$ cat src/source/spix_pkg.sv
////////////////////////////////////////
// Shared definitions for the flash reader
// Widths, countdown constants, shifter opcodes
// and the sequencer to shifter control word
////////////////////////////////////////
package spix_pkg;

	// Bus side widths
	localparam int SPIX_ADDR_W = 22;
	localparam int SPIX_DATA_W = 32;

	// Command byte, address and two pad bits plus one idle bit on top
	localparam int SPIX_SHIFT_W = 33;

	// Serial read command
	localparam logic [7:0] SPIX_READ_CMD = 8'h03;

	// Bit time countdown
	localparam int SPIX_DELAY_W = 7;
	// Command, address and data bits plus the leading idle bit
	localparam logic [SPIX_DELAY_W-1:0] SPIX_DELAY_READ = 7'd65;
	// Data bits only while chip select stays low
	localparam logic [SPIX_DELAY_W-1:0] SPIX_DELAY_PIPE = 7'd32;
	// One byte plus the leading idle bit
	localparam logic [SPIX_DELAY_W-1:0] SPIX_DELAY_USER = 7'd9;

	// Chip select bit within the configuration word
	localparam int SPIX_CS_BIT = 8;

	// Shifter action for the current cycle
	typedef enum logic [1:0]
	{
		SPIX_OP_SHIFT     = 2'd0,
		SPIX_OP_LOAD_READ = 2'd1,
		SPIX_OP_LOAD_USER = 2'd2
	} spix_op_e;

	// Control word from sequencer to shifter
	typedef struct packed
	{
		spix_op_e               op;
		logic [SPIX_ADDR_W-1:0] addr;
		logic [7:0]             user_byte;
		logic                   sck;
		logic                   user_mode;
	} spix_shift_ctl_t;

endpackage

$ cat src/source/spix_flash_reader.sv
`timescale 1ns/100ps
////////////////////////////////////////
// Flash read controller top level
// Sequencer and shifter on one bus slave port
////////////////////////////////////////
module spix_flash_reader
(
	input  logic                              i_clk,
	input  logic                              i_reset,
	// Pipelined bus slave
	input  logic                              i_wb_cyc,
	input  logic                              i_wb_stb,
	input  logic                              i_cfg_stb,
	input  logic                              i_wb_we,
	input  logic [spix_pkg::SPIX_ADDR_W-1:0]  i_wb_addr,
	input  logic [spix_pkg::SPIX_DATA_W-1:0]  i_wb_data,
	output logic                              o_wb_stall,
	output logic                              o_wb_ack,
	output logic [spix_pkg::SPIX_DATA_W-1:0]  o_wb_data,
	// Serial flash
	output logic                              o_spi_cs_n,
	output logic                              o_spi_sck,
	output logic                              o_spi_mosi,
	input  logic                              i_spi_miso
);
	import spix_pkg::*;

	spix_shift_ctl_t shift_ctl;

	// Bus decode and transfer timing
	spix_sequencer u_sequencer
	(
		.i_clk       (i_clk),
		.i_reset     (i_reset),
		.i_wb_cyc    (i_wb_cyc),
		.i_wb_stb    (i_wb_stb),
		.i_cfg_stb   (i_cfg_stb),
		.i_wb_we     (i_wb_we),
		.i_wb_addr   (i_wb_addr),
		// Only chip select and the byte matter on configuration writes
		.i_cfg_data  (i_wb_data[SPIX_CS_BIT:0]),
		.o_wb_stall  (o_wb_stall),
		.o_wb_ack    (o_wb_ack),
		.o_spi_cs_n  (o_spi_cs_n),
		.o_shift_ctl (shift_ctl)
	);

	// Serial data in and out
	spix_shifter u_shifter
	(
		.i_clk       (i_clk),
		.i_reset     (i_reset),
		.i_wb_cyc    (i_wb_cyc),
		.i_shift_ctl (shift_ctl),
		.i_spi_miso  (i_spi_miso),
		.o_spi_mosi  (o_spi_mosi),
		.o_spi_sck   (o_spi_sck),
		.o_wb_data   (o_wb_data)
	);

endmodule

$ cat src/source/spix_sequencer.sv
`timescale 1ns/100ps
////////////////////////////////////////
// Flash read sequencer
// Request decode, bit countdown, ack and stall
// User mode, chip select and flash clock
////////////////////////////////////////
module spix_sequencer
(
	input  logic                              i_clk,
	input  logic                              i_reset,
	input  logic                              i_wb_cyc,
	input  logic                              i_wb_stb,
	input  logic                              i_cfg_stb,
	input  logic                              i_wb_we,
	input  logic [spix_pkg::SPIX_ADDR_W-1:0]  i_wb_addr,
	input  logic [spix_pkg::SPIX_CS_BIT:0]    i_cfg_data,
	output logic                              o_wb_stall,
	output logic                              o_wb_ack,
	output logic                              o_spi_cs_n,
	output spix_pkg::spix_shift_ctl_t         o_shift_ctl
);
	import spix_pkg::*;

	// User mode owns the flash while chip select is held low
	logic                    cfg_user_mode;
	// Bit times left in the current transfer
	logic [SPIX_DELAY_W-1:0] ack_delay;
	// Flash clock as driven to the pin
	logic                    spi_sck;
	// Word address that may continue the current read
	logic [SPIX_ADDR_W-1:0]  next_addr;

	logic                    cfg_write;
	logic                    user_request;
	logic                    bus_request;
	logic                    next_request;

	////////////////////////////////////////
	// Request decode
	////////////////////////////////////////

	// Any accepted configuration write
	assign cfg_write = i_cfg_stb && !o_wb_stall && i_wb_we;

	// Bit 8 low starts a byte exchange
	assign user_request = cfg_write && !i_cfg_data[SPIX_CS_BIT];

	// Memory reads reach the flash only outside user mode
	assign bus_request = i_wb_stb && !o_wb_stall && !i_wb_we && !cfg_user_mode;

	// Read to the word right after the last one
	assign next_request = i_wb_stb && !i_wb_we && (i_wb_addr == next_addr);

	// Remember the following word of every accepted request
	always_ff @(posedge i_clk)
	begin
		if (i_wb_stb && !o_wb_stall)
			next_addr <= i_wb_addr + 1'b1;
	end

	////////////////////////////////////////
	// Countdown and acknowledge
	////////////////////////////////////////

	always_ff @(posedge i_clk)
	begin
		if (i_reset || !i_wb_cyc)
			ack_delay <= '0;
		else if (bus_request)
			// Skip command and address while the flash is still selected
			ack_delay <= o_spi_cs_n ? SPIX_DELAY_READ : SPIX_DELAY_PIPE;
		else if (user_request)
			ack_delay <= SPIX_DELAY_USER;
		else if (ack_delay != 0)
			ack_delay <= ack_delay - 1'b1;
	end

	always_ff @(posedge i_clk)
	begin
		if (i_reset)
			o_wb_ack <= 1'b0;
		// Last bit time of a transfer
		else if (ack_delay == 1)
			o_wb_ack <= i_wb_cyc;
		// Writes and user mode reads return at once
		else if (i_wb_stb && !o_wb_stall && !bus_request)
			o_wb_ack <= 1'b1;
		// Chip select release, or config reads
		else if (i_cfg_stb && !o_wb_stall && !user_request)
			o_wb_ack <= 1'b1;
		else
			o_wb_ack <= 1'b0;
	end

	always_ff @(posedge i_clk)
	begin
		if (i_reset || !i_wb_cyc)
			o_wb_stall <= 1'b0;
		else if (bus_request || user_request)
			o_wb_stall <= 1'b1;
		// Open a slot for the next word one cycle before the end
		else if (next_request && (ack_delay == 2))
			o_wb_stall <= 1'b0;
		else
			o_wb_stall <= (ack_delay > 1);
	end

	////////////////////////////////////////
	// User mode, chip select, flash clock
	////////////////////////////////////////

	always_ff @(posedge i_clk)
	begin
		if (i_reset)
			cfg_user_mode <= 1'b0;
		else if (cfg_write)
			cfg_user_mode <= !i_cfg_data[SPIX_CS_BIT];
	end

	always_ff @(posedge i_clk)
	begin
		if (i_reset)
			o_spi_cs_n <= 1'b1;
		// Aborted cycle releases the flash unless user mode holds it
		else if (!i_wb_cyc && !cfg_user_mode)
			o_spi_cs_n <= 1'b1;
		else if (bus_request)
			o_spi_cs_n <= 1'b0;
		else if (cfg_write)
			o_spi_cs_n <= i_cfg_data[SPIX_CS_BIT];
		else if (cfg_user_mode)
			o_spi_cs_n <= 1'b0;
		// End of read with no follow-on request
		else if (ack_delay == 1)
			o_spi_cs_n <= 1'b1;
	end

	always_ff @(posedge i_clk)
	begin
		if (i_reset)
			spi_sck <= 1'b0;
		else if (bus_request || user_request)
			spi_sck <= 1'b1;
		else if (i_wb_cyc && (ack_delay > 2))
			spi_sck <= 1'b1;
		// Keep clocking straight into the next word
		else if (next_request && (ack_delay == 2))
			spi_sck <= 1'b1;
		else
			spi_sck <= 1'b0;
	end

	// Loads happen on the acceptance edge so op and addr come straight from the bus
	always_comb
	begin
		o_shift_ctl.op = SPIX_OP_SHIFT;
		if (bus_request)
			o_shift_ctl.op = SPIX_OP_LOAD_READ;
		else if (user_request)
			o_shift_ctl.op = SPIX_OP_LOAD_USER;
		o_shift_ctl.addr      = i_wb_addr;
		o_shift_ctl.user_byte = i_cfg_data[7:0];
		o_shift_ctl.sck       = spi_sck;
		o_shift_ctl.user_mode = cfg_user_mode;
	end

	////////////////////////////////////////
	// Invariants
	////////////////////////////////////////

	// No transfer is longer than a random read
	a_delay_max: assert property (@(posedge i_clk) disable iff (i_reset)
		ack_delay <= SPIX_DELAY_READ);

	// User mode only ever runs byte exchanges
	a_user_delay: assert property (@(posedge i_clk) disable iff (i_reset)
		cfg_user_mode |-> (ack_delay <= SPIX_DELAY_USER));

	// Flash never sees a clock while deselected
	a_sck_cs: assert property (@(posedge i_clk) disable iff (i_reset)
		o_spi_cs_n |-> !spi_sck);

	// Host is held off until the last bit time
	a_stall_busy: assert property (@(posedge i_clk) disable iff (i_reset)
		(ack_delay > 1) |-> o_wb_stall);

endmodule

$ cat src/source/spix_shifter.sv
`timescale 1ns/100ps
////////////////////////////////////////
// SPI data path
// Outgoing shift register, delayed clock
// and incoming word capture
////////////////////////////////////////
module spix_shifter
(
	input  logic                              i_clk,
	input  logic                              i_reset,
	input  logic                              i_wb_cyc,
	input  spix_pkg::spix_shift_ctl_t         i_shift_ctl,
	input  logic                              i_spi_miso,
	output logic                              o_spi_mosi,
	output logic                              o_spi_sck,
	output logic [spix_pkg::SPIX_DATA_W-1:0]  o_wb_data
);
	import spix_pkg::*;

	// Top bit drives MOSI
	logic [SPIX_SHIFT_W-1:0] wdata_pipe;
	// Flash clock one cycle late, marks valid MISO bits
	logic                    actual_sck;
	logic [SPIX_DATA_W-1:0]  data_next;

	////////////////////////////////////////
	// Outgoing bits
	////////////////////////////////////////

	always_ff @(posedge i_clk)
	begin
		if (i_reset)
			wdata_pipe <= '0;
		else
		begin
			case (i_shift_ctl.op)
				// Idle bit, command, word address, two pad bits
				SPIX_OP_LOAD_READ:
					wdata_pipe <= {1'b0, SPIX_READ_CMD, i_shift_ctl.addr, 2'b00};
				// Idle bit then the user byte at the top
				SPIX_OP_LOAD_USER:
					wdata_pipe <= {1'b0, i_shift_ctl.user_byte,
						{(SPIX_SHIFT_W-9){1'b0}}};
				default:
					wdata_pipe <= {wdata_pipe[SPIX_SHIFT_W-2:0], 1'b0};
			endcase
		end
	end

	assign o_spi_mosi = wdata_pipe[SPIX_SHIFT_W-1];
	assign o_spi_sck  = i_shift_ctl.sck;

	////////////////////////////////////////
	// Incoming bits
	////////////////////////////////////////

	always_ff @(posedge i_clk)
	begin
		if (i_reset || !i_wb_cyc)
			actual_sck <= 1'b0;
		else
			actual_sck <= i_shift_ctl.sck;
	end

	always_comb
	begin
		if (i_shift_ctl.user_mode)
		begin
			// Byte only, with the released chip select value above it
			data_next = '0;
			data_next[SPIX_CS_BIT] = !i_shift_ctl.user_mode;
			data_next[7:0] = {o_wb_data[6:0], i_spi_miso};
		end
		else
			data_next = {o_wb_data[SPIX_DATA_W-2:0], i_spi_miso};
	end

	// Word is complete when the ack goes out
	always_ff @(posedge i_clk)
	begin
		if (actual_sck)
			o_wb_data <= data_next;
	end

endmodule

$ cat config.mk
export PLATFORM = sky130hd
export DESIGN_NAME = spix_flash_reader
export DESIGN_NICKNAME = d
export VERILOG_FILES = /design/src/source/spix_pkg.sv /design/src/source/spix_flash_reader.sv /design/src/source/spix_sequencer.sv /design/src/source/spix_shifter.sv
export SDC_FILE = /design/constraint.sdc
export NUM_CORES = 1
export LEC_CHECK = 0
export ABC_AREA = 1
export BUFFER_PORTS_ARGS = -buffer_cell sky130_fd_sc_hd__buf_4
export CORE_ASPECT_RATIO = 0.9
export CORE_UTILIZATION = 50
export DETAILED_ROUTE_END_ITERATION = 7
export PLACE_DENSITY = 0.81
export RECOVER_POWER = 25
export SLEW_MARGIN = 0
export SYNTH_ARGS = -nofsm -noshare
export SYNTH_HDL_FRONTEND = slang
export SYNTH_SLANG_ARGS = --single-unit
$ cat constraint.sdc
create_clock -name i_clk -period 5.77 [get_ports i_clk]
set_clock_uncertainty 0.05 [all_clocks]
set_input_delay 1.154 -clock i_clk [delete_from_list [all_inputs] [get_ports i_clk]]
set_output_delay 1.154 -clock i_clk [all_outputs]
set_load 0.02 [all_outputs]
==> metrics, run 1 <==
status finished with violations; violated checks max-capacitance violations, max-slew violations; area of the core ~0.0086 mm2; min cycle time layout between 2000 and 3000 ps; Cell Pwr Density about 280 mW/mm2; die area a little over 0.009 mm2; Clock Sinks 98; Syn Area/Cell between 8 and 9 um2; Starting Density 0.514; Critical Path End Type flip-flop; Die X a little over 100 um; EDFF count, synth 54; row count 32; ANT cells 0; kind of critical path input pin to flip-flop; placed wire-length estimate approximately 6200 um; CP Launch Type input pin; TritonCTS buffer count 9; Final Non-Filler Cells 689; commonest non-fill, non-tap cell in the layout nand2_1; CTS tree done; measured slew at the worst slew-check pin approximately 1700 ps; share of cells above drive strength 1 0.191; RSZ-0062 raised after global routing no; fmax between 300 and 400 MHz; final setup violating endpoints 0; Syn Inst Count a little under 500; PortBufs 74; Post-Synthesis Cell Area around 0.0044 mm2; Vias between 3000 and 4000; root buffer cell clkbuf_8; Hold Buf Count CTS 0; top_reg_cell synth edfxtp_1; synth unique cells 35; Starting DRT DRC Count between 100 and 150; FF/Latch Area between 0.002 and 0.003 mm2; fin nets between 600 and 700; worst-path fanout max 24; fin crit share 0.493; Placer Congestion between 0.9 and 1; WL/cell between 10 and 15 um; Critical Path RT between 5000 and 6000 ps; sequential share of the synthesized area 0.568; worst relative slew slack -0.125; area growth from synthesis to layout 18.0%; critical path arrival roughly 3100 ps; Pins Over Slew Limit 33; async set-or-reset flop fraction in the synthesized netlist 0; max_cap viols 1; H-tree depth 3; vias per cell ~4.8; yosys warns 0; multi-input logic area between 0.0015 and 0.002 mm2; most frequent cells in the layout nand2_1, buf_4, inv_1; clk_lat worst skew 360 ps; GRT Total Usage 0.197; Mapped Nets 561; first-pass GRT wire length approximately 14000 um; CTS resizes 0; Worst-path clk slew 100 ps; largest net degree at the start of global routing 33; total I/O pin count roughly 100; Detailed Route WL about 8500 um; DRT antenna net count 0; worst vdd ir about 0.20 mV; Die Ht 91.1 um; Fin. Hold Viols 0; vias in the first global route ~3100; Worst Hold Class flip-flop to flip-flop; Remaining Overflow, GRT 0; TritonRoute pass-1 iters 4; initial antenna violation count 0; postcts setup bufs 0; Synth Register Bits approximately 100; FILL cells 751; Cells after DPL between 600 and 700; Pleak 0.00229 uW; clk buf depth 2; DRC Markers 0; Fin Setup TNS 0 ps
## synthesized netlist by cell type, types with 2 or more instances
cell / n / area [um2]
nand2_1: 128 / 480
inv_1: 72 / 270
nor2_1: 59 / 221
edfxtp_1: 54 / 1620
dfxtp_1: 44 / 881
a21oi_1: 37 / 185
xor2_1: 23 / 201
o21ai_0: 10 / 50.1
buf_4: 8 / 60.1
nand3_1: 8 / 40.0
nor3_1: 7 / 35.0
buf_2: 4 / 20.0
clkbuf_1: 4 / 15.0
ha_1: 4 / 50.1
nand2_2: 4 / 25.0
inv_2: 3 / 11.3
nor2_2: 3 / 18.8
a32oi_1: 2 / 17.5
nand3_2: 2 / 20.0
nand4_1: 2 / 12.5
nor3_4: 2 / 32.5
o211ai_1: 2 / 15.0
o221a_2: 2 / 22.5
## cell families (layout without fill, tap and decap cells)
group,count (synthesis),after routing,synth area share
XOR/XNOR,24,24,0.0477
adder cells (fa/ha/maj),4,4,0.0114
buffers and inverters,93,167,0.0889
flip-flops,98,98,0.568
AND/OR/NAND/NOR,221,221,0.214
AO/OA/AOI/OAI,56,56,0.0707
## final cells by class
class / instances / share of cell area
Clock buffer: 9 / 0.0238
Clock inverter: 7 / 0.0128
Multi-Input combinational cell: 305 / 0.291
Timing Repair Buffer: 76 / 0.108
Sequential cell: 98 / 0.481
Inverter: 75 / 0.0542
Tap cell: 119 / 0.0286
## final timing paths
kind | start | to | depth (start not counted) | slack, ps
hold / removal | u_shifter.wdata_pipe[31] | u_shifter.wdata_pipe[32] | 2 | 380
setup reg to reg | u_sequencer.cfg_user_mode | u_sequencer.ack_delay[0] | 8 | 3250
setup / recovery | i_wb_stb | u_sequencer.ack_delay[0] | 9 | 2920
hold reg to reg | u_shifter.wdata_pipe[31] | u_shifter.wdata_pipe[32] | 2 | 380
## per-layer routing
metal  up-vias  track usage  routed length (um)  part of all wire
met1      1507        0.239                3670              0.43
met5         -            0                   0                 0
met4         0       0.0556                 144             0.017
met3        13       0.0500                 469             0.055
li1       1701            -                   -                 -
met2        93        0.343                4200              0.49
## stage by stage
step	instance area [um2]	util	power [uW]	hold slack [ps]	worst slack (ps)
after floorplan	4410	-	971	358	2880
after global placement	5020	0.585	1040	372	2650
after detailed placement	5020	0.585	1050	371	2530
after CTS	5210	0.608	1470	383	2940
after global routing	5200	0.607	1530	403	2720
final	5200	0.607	1460	381	2920
## registers in the layout, indices dropped and copies added, names as in the netlist
register                   count
u_sequencer.spi_sck            1
u_sequencer.ack_delay          7
u_shifter.actual_sck           1
u_sequencer.next_addr         22
u_sequencer.o_spi_cs_n         1
u_shifter.o_wb_data           32
u_sequencer.cfg_user_mode      1
u_shifter.wdata_pipe          31
u_sequencer.o_wb_stall         1
u_sequencer.o_wb_ack           1
## where the power goes
| group | internal (uW) | switching [uW] |
|---|---|---|
| clock | 169 | 262 |
| sequential | 782 | 22.6 |
| combinational | 85.4 | 143 |
## worst max-delay path, stage by stage
cell and delay [ps]:
buf_4 80, inv_1 40, nor2_2 70, buf_4 310
nand3_1 300, inv_1 620, nand2_1 190, o211ai_1 180
a21oi_1 90
No activity file was read; power rests on OpenSTA's default activity.
==> inputs of run 2 (changes only) <==
--- a/config.mk
+++ b/config.mk
@@ -8,9 +8,9 @@
 export ABC_AREA = 1
 export BUFFER_PORTS_ARGS = -buffer_cell sky130_fd_sc_hd__buf_4
 export CORE_ASPECT_RATIO = 0.9
-export CORE_UTILIZATION = 50
+export CORE_UTILIZATION = 49
 export DETAILED_ROUTE_END_ITERATION = 7
-export PLACE_DENSITY = 0.81
+export PLACE_DENSITY = 0.82
 export RECOVER_POWER = 25
 export SLEW_MARGIN = 0
 export SYNTH_ARGS = -nofsm -noshare
==> constraint.sdc (replaced) <==
create_clock -name i_clk -period 2.5 [get_ports i_clk]
set_clock_uncertainty 0.05 [all_clocks]
set_input_delay 0.5 -clock i_clk [delete_from_list [all_inputs] [get_ports i_clk]]
set_output_delay 0.5 -clock i_clk [all_outputs]
set_load 0.02 [all_outputs]
==> metrics, run 2 (same netlist as run 1, synthesis figures left out) <==
Min-Delay Endpoint u_shifter.o_wb_data[0]; first-pass GRT wire length 14300 um (+1.5%); placed wire-length estimate 6410 um (+2.7%); RSZ-0062 raised after global routing no; critical path arrival 1890 ps (-1160 ps); Fin Setup TNS 0 ps (unchanged); kind of critical path flip-flop to flip-flop; PortBufs 74 (unchanged); share of cells above drive strength 1 0.187 (-0.00449); DRT antenna net count 0 (unchanged); most frequent cells in the layout nand2_1, buf_4, inv_1; Critical Path End Type flip-flop; Placer Congestion 0.905 (+0.41%); Worst-path clk slew 100 ps (about the same); TritonRoute pass-1 iters 4 (unchanged); CP Launch Type flip-flop; Cell Pwr Density 643 mW/mm2 (+130%); Clock Sinks 98 (unchanged); fin crit share 0.792; worst r2r src u_shifter.actual_sck; Critical R2R Capture u_shifter.o_wb_data[0]; FILL cells 757 (+0.80%); worst-path fanout max 32 (+33%); r2r setup slk 520 ps (-2730 ps); TritonCTS buffer count 9 (unchanged); Pins Over Slew Limit 33 (unchanged); Pleak 0.00228 uW (-0.60%); largest net degree at the start of global routing 33 (unchanged); Fin. Hold Viols 0 (unchanged); CP max-delay cell clkbuf_1; root buffer cell clkbuf_8; multi-input logic area 0.00151 mm2 (-0.33%); CTS resizes 0 (unchanged); crit path buf inv count 1 (-3); DRC Markers 0 (unchanged); delay-heaviest family, CP buffers and inverters; clk_lat worst skew 360 ps (about the same); Worst Hold Class input pin to flip-flop; area growth from synthesis to layout 18.0% (about the same); max reg flops 32 (unchanged); area of the core 0.00865 mm2 (+0.93%); worst relative slew slack -0.101 (+0.0237); H-tree depth 3 (unchanged); Die Ht 92.0 um (+0.99%); Critical Path RT 2410 ps (-3570 ps); GRT Total Usage 0.197 (+0.000400); CTS tree done; initial antenna violation count 0 (unchanged); Worst Min Path Start i_spi_miso; Remaining Overflow, GRT 0 (unchanged); status finished with violations; slowest stage delay, CP 1190 ps (+570 ps); total I/O pin count 98 (unchanged); r2r worst-path depth 1 (-7); clk buf depth 2 (unchanged); WL/cell 12.5 um (+1.1%); ANT cells 0 (unchanged); Hold Buf Count CTS 0 (unchanged); Die X 102 um (+0.99%); commonest non-fill, non-tap cell in the layout nand2_1; max_cap viols 1 (unchanged); Vias 3322 (+0.24%); Hold Path Stages 1 (-1); Design Power 3340 uW (+130%); Starting DRT DRC Count 99 (-30%); Detailed Route WL 8620 um (+1.5%); min cycle time layout 1980 ps; postcts setup bufs 0 (unchanged); violated checks max-capacitance violations, max-slew violations; final setup violating endpoints 0 (unchanged); vias in the first global route 3201 (+4.2%); row count 32 (unchanged); worst vdd ir 0.316 mV (+60%); Reg with most FFs u_shifter.o_wb_data; FF/Latch Area 0.00250 mm2 (unchanged); vias per cell 4.80 (-0.19%); measured slew at the worst slew-check pin 1650 ps (-35.5 ps); critical path cell sequence clkbuf_1; fin nets 633 (+0.48%); fmax approximately 510 MHz; Largest regs u_shifter.o_wb_data: 32 flops, u_shifter.wdata_pipe: 31 flops, u_sequencer.next_addr: 22 flops; die area 0.00938 mm2 (+2.0%); Starting Density 0.510 (-0.00476)
[run 2: report_power, final]
part | switching [uW] | internal [uW] | leakage [uW] | total, uW
logic | 334 | 200 | 0.00133 | 533
registers | 45.9 | 1810 | 0.000863 | 1850
clock network | 579 | 378 | 0.0000819 | 958
[run 2: final cells by class]
cell class / instances / area share
clock inverter: 7 / 0.0118
multi-input combinational: 305 / 0.290
inverter: 75 / 0.0541
tap: 119 / 0.0286
sequential: 98 / 0.481
clock buffer: 9 / 0.0238
timing repair buffer: 79 / 0.110
[run 2: worst max path at each step]
stage | to | slack (ps) | start | cells past startpoint
floorplan | u_sequencer.ack_delay[6] | 260 | i_wb_stb | 8
detailed placement | u_sequencer.next_addr[20] | 500 | i_wb_addr[1] | 7
CTS | u_shifter.wdata_pipe[18] | 790 | u_sequencer.o_wb_stall | 9
global placement | u_sequencer.next_addr[20] | 500 | i_wb_addr[1] | 7
finish | u_shifter.o_wb_data[0] | 520 | u_shifter.actual_sck | 1
global route | u_shifter.o_wb_data[0] | 340 | u_shifter.actual_sck | 1
[run 2: per-stage QoR]
step	worst slack [ps]	util	cell area, um2	cells	hold WS, ps
5_1_grt	336	0.601	5200	692	261
3_5_place_dp	502	0.583	5040	676	374
6_report	521	0.601	5200	692	287
4_1_cts	787	0.604	5220	692	241
2_1_floorplan	263	-	4410	496	358
3_3_place_gp	499	0.583	5040	676	367
[run 2: routing by layer]
metal / up-vias / global-route usage / part of all wire
li1: 1704 / - / -
met1: 1521 / 0.241 / 0.44
met2: 88 / 0.335 / 0.48
met3: 9 / 0.0556 / 0.057
met4: 0 / 0.0607 / 0.013
met5: - / 0 / 0
==> inputs of run 3 (changes only) <==
--- a/config.mk
+++ b/config.mk
@@ -5,12 +5,12 @@
 export SDC_FILE = /design/constraint.sdc
 export NUM_CORES = 1
 export LEC_CHECK = 0
-export ABC_AREA = 1
+export ABC_AREA = 0
 export BUFFER_PORTS_ARGS = -buffer_cell sky130_fd_sc_hd__buf_4
 export CORE_ASPECT_RATIO = 0.9
-export CORE_UTILIZATION = 49
+export CORE_UTILIZATION = 50
 export DETAILED_ROUTE_END_ITERATION = 7
-export PLACE_DENSITY = 0.82
+export PLACE_DENSITY = 0.81
 export RECOVER_POWER = 25
 export SLEW_MARGIN = 0
 export SYNTH_ARGS = -nofsm -noshare
==> constraint.sdc (replaced) <==
create_clock -name i_clk -period 1.87 [get_ports i_clk]
set_clock_uncertainty 0.05 [all_clocks]
set_input_delay 0.374 -clock i_clk [delete_from_list [all_inputs] [get_ports i_clk]]
set_output_delay 0.374 -clock i_clk [all_outputs]
set_load 0.02 [all_outputs]
==> metrics, run 3 <==
clk_lat worst skew 370 ps (about the same); PortBufs 74 (unchanged); CTS tree done; Synth Register Bits 98 (unchanged); synth unique cells 49 (+40%); commonest non-fill, non-tap cell in the layout buf_4; Pins Over Slew Limit 0 (-100%); crit path buf inv count 1 (unchanged); RSZ-0062 raised after global routing no; TritonRoute pass-1 iters 4 (unchanged); TritonCTS buffer count 9 (unchanged); Yosys top cell by area edfxtp_1; max reg flops 32 (unchanged); Largest regs u_shifter.o_wb_data: 32 flops, u_shifter.wdata_pipe: 31 flops, u_sequencer.next_addr: 22 flops; most common cell in the netlist edfxtp_1; initial antenna violation count 0 (unchanged); Starting Density 0.527 (+0.0171); async set-or-reset flop fraction in the synthesized netlist 0 (unchanged); Vias 2940 (-11%); fin nets 507 (-20%); Syn Area/Cell 11.6 um2 (+31%); Placer Congestion 0.774 (-14%); Die Ht 90.3 um (-1.8%); status finished, final reports clean; top-area cell type share of the netlist area 0.374 (+0.00649); WL/cell 15.3 um (+23%); vias per cell 5.23 (+9.0%); fmax 584 MHz (+16%); measured slew at the worst slew-check pin 795 ps (-856 ps); final setup violating endpoints 0 (unchanged); placed wire-length estimate 6210 um (-3.1%); Fin. Hold Viols 0 (unchanged); kind of critical path flip-flop to flip-flop; area growth from synthesis to layout 19.0%; total I/O pin count 98 (unchanged); area of the core 0.00822 mm2 (-4.9%); root buffer cell clkbuf_8; worst vdd ir 0.505 mV (+60%); Detailed Route WL 8590 um (-0.30%); Post-Synthesis Cell Area 0.00433 mm2 (-1.7%); FILL cells 672 (-11%); row count 31 (-3.1%); Fin Setup TNS 0 ps (unchanged); CP max-delay cell dfxtp_1; critical path cell sequence inv_1, ha_1, nor4b_4, nand2_1, xnor2_1, a221oi_1; largest net degree at the start of global routing 39 (+18%); DRC Markers 0 (unchanged); yosys warns 0 (unchanged); share of cells above drive strength 1 0.244 (+0.0571); slowest stage delay, CP 360 ps (-830 ps); top_reg_cell synth edfxtp_1; Syn Inst Count 373 (-25%); H-tree depth 3 (unchanged); postcts setup bufs 0 (unchanged); CP Launch Type flip-flop; Cell Pwr Density 884 mW/mm2 (+38%); GRT Total Usage 0.207 (+0.00983); Starting DRT DRC Count 146 (+47%); worst-path fanout max 5 (-84%); Clock Sinks 98 (unchanged); sequential share of the synthesized area 0.578 (+0.0100); vias in the first global route 2868 (-10%); Hold Buf Count CTS 0 (unchanged); fin crit share 0.916 (+0.124); Critical Path RT 2070 ps (-340 ps); Die X 100 um (-1.8%); EDFF count, synth 54 (unchanged); Pleak 0.00195 uW (-14%); first-pass GRT wire length 14300 um (+0.58%); critical path arrival 1910 ps (+20 ps); most frequent cells in the layout buf_4, edfxtp_1, dfxtp_1; Post-synth top cells edfxtp_1, dfxtp_1, nor2_1; Hold WS 147 ps (-140 ps); DRT antenna net count 0 (unchanged); max_cap viols 0 (-1); Worst Hold Class input pin to flip-flop; post-route worst setup slack 157 ps (-364 ps); Reg with most FFs u_shifter.o_wb_data; main area contributors after synthesis edfxtp_1, dfxtp_1, xnor2_1; ANT cells 0 (unchanged); min cycle time layout 1710 ps (-266 ps); delay-heaviest family, CP simple AND/OR/NAND/NOR gates; Mapped Nets 438 (-22%); pre-CTS setup slack 41.0 ps (-461 ps); Remaining Overflow, GRT 0 (unchanged); clk buf depth 2 (unchanged); Worst-path clk slew 90 ps (about the same); Critical Path End Type flip-flop; worst relative slew slack 0.470 (+0.571); die area 0.00904 mm2 (-3.6%)
run 3: changes by cell type in the layout (fill, tap and decap cells not counted), sizes merged, moves of 10 or more:
cell   previous run  this run
a21oi            37        11
a22oi             0        21
inv              78         6
nand2           132        18
nand4             2        12
nor2             63        37
nor2b             0        24
xnor2             1        35
xor2             23         9
run 3: power breakdown:
part           switching, uW  internal, uW  leakage (uW)
logic                    403           336      0.000993
registers               71.0          2400      0.000863
clock network            718           621     0.0000925
run 3: per-stage QoR:
stage | std cells | power, uW | util | cell area, um2
after floorplan | 373 | 2970 | - | 4330
after global placement | 546 | 3220 | 0.603 | 4960
after detailed placement | 546 | 3250 | 0.603 | 4960
after CTS | 562 | 4580 | 0.627 | 5150
after global routing | 562 | 4750 | 0.626 | 5150
final | 562 | 4550 | 0.626 | 5150
run 3: cell families after synthesis:
group	after synthesis	synth area share
simple gates	148	0.207
flops	98	0.578
compound gates	45	0.0711
xor+xnor	44	0.0890
buf+inv	33	0.0410
fa+ha+maj	4	0.0116
mux	1	0.00231
run 3: final cells by class:
type / count / area [um2] / area share
Clock buffer: 10 / 128 / 0.0248
Clock inverter: 6 / 67.6 / 0.0131
Inverter: 6 / 22.5 / 0.00437
Multi-Input combinational cell: 242 / 1660 / 0.322
Sequential cell: 98 / 2500 / 0.486
Tap cell: 115 / 144 / 0.0279
Timing Repair Buffer: 85 / 627 / 0.122
run 3: routing by layer:
metal	track usage	part of all wire
met4	0.0833	0.014
met3	0.0310	0.041
met1	0.277	0.45
met5	0	0
met2	0.338	0.49
run 3: final timing paths:
check / startpoint / to / slack (ps) / depth (start not counted)
max: u_sequencer.ack_delay[1] / u_sequencer.ack_delay[0] / 160 / 6
min: i_spi_miso / u_shifter.o_wb_data[0] / 150 / 1
max reg2reg: u_sequencer.ack_delay[1] / u_sequencer.ack_delay[0] / 160 / 6
min reg2reg: u_shifter.wdata_pipe[26] / u_shifter.wdata_pipe[27] / 400 / 2
run 3: worst reg2reg max path, delay by kind of cell, from the launching register on:
kind	cells	cell delay, ps
xor+xnor	1	140
simple gates	2	380
flops	1	360
buf+inv	1	120
fa+ha+maj	1	230
compound gates	1	330
run 3: repair_timing:
item / CTS / global route
gates resized for setup: 0 / 2
endpoints found under the setup margin: 0 / 5
endpoints found under the hold margin: 0 / 0
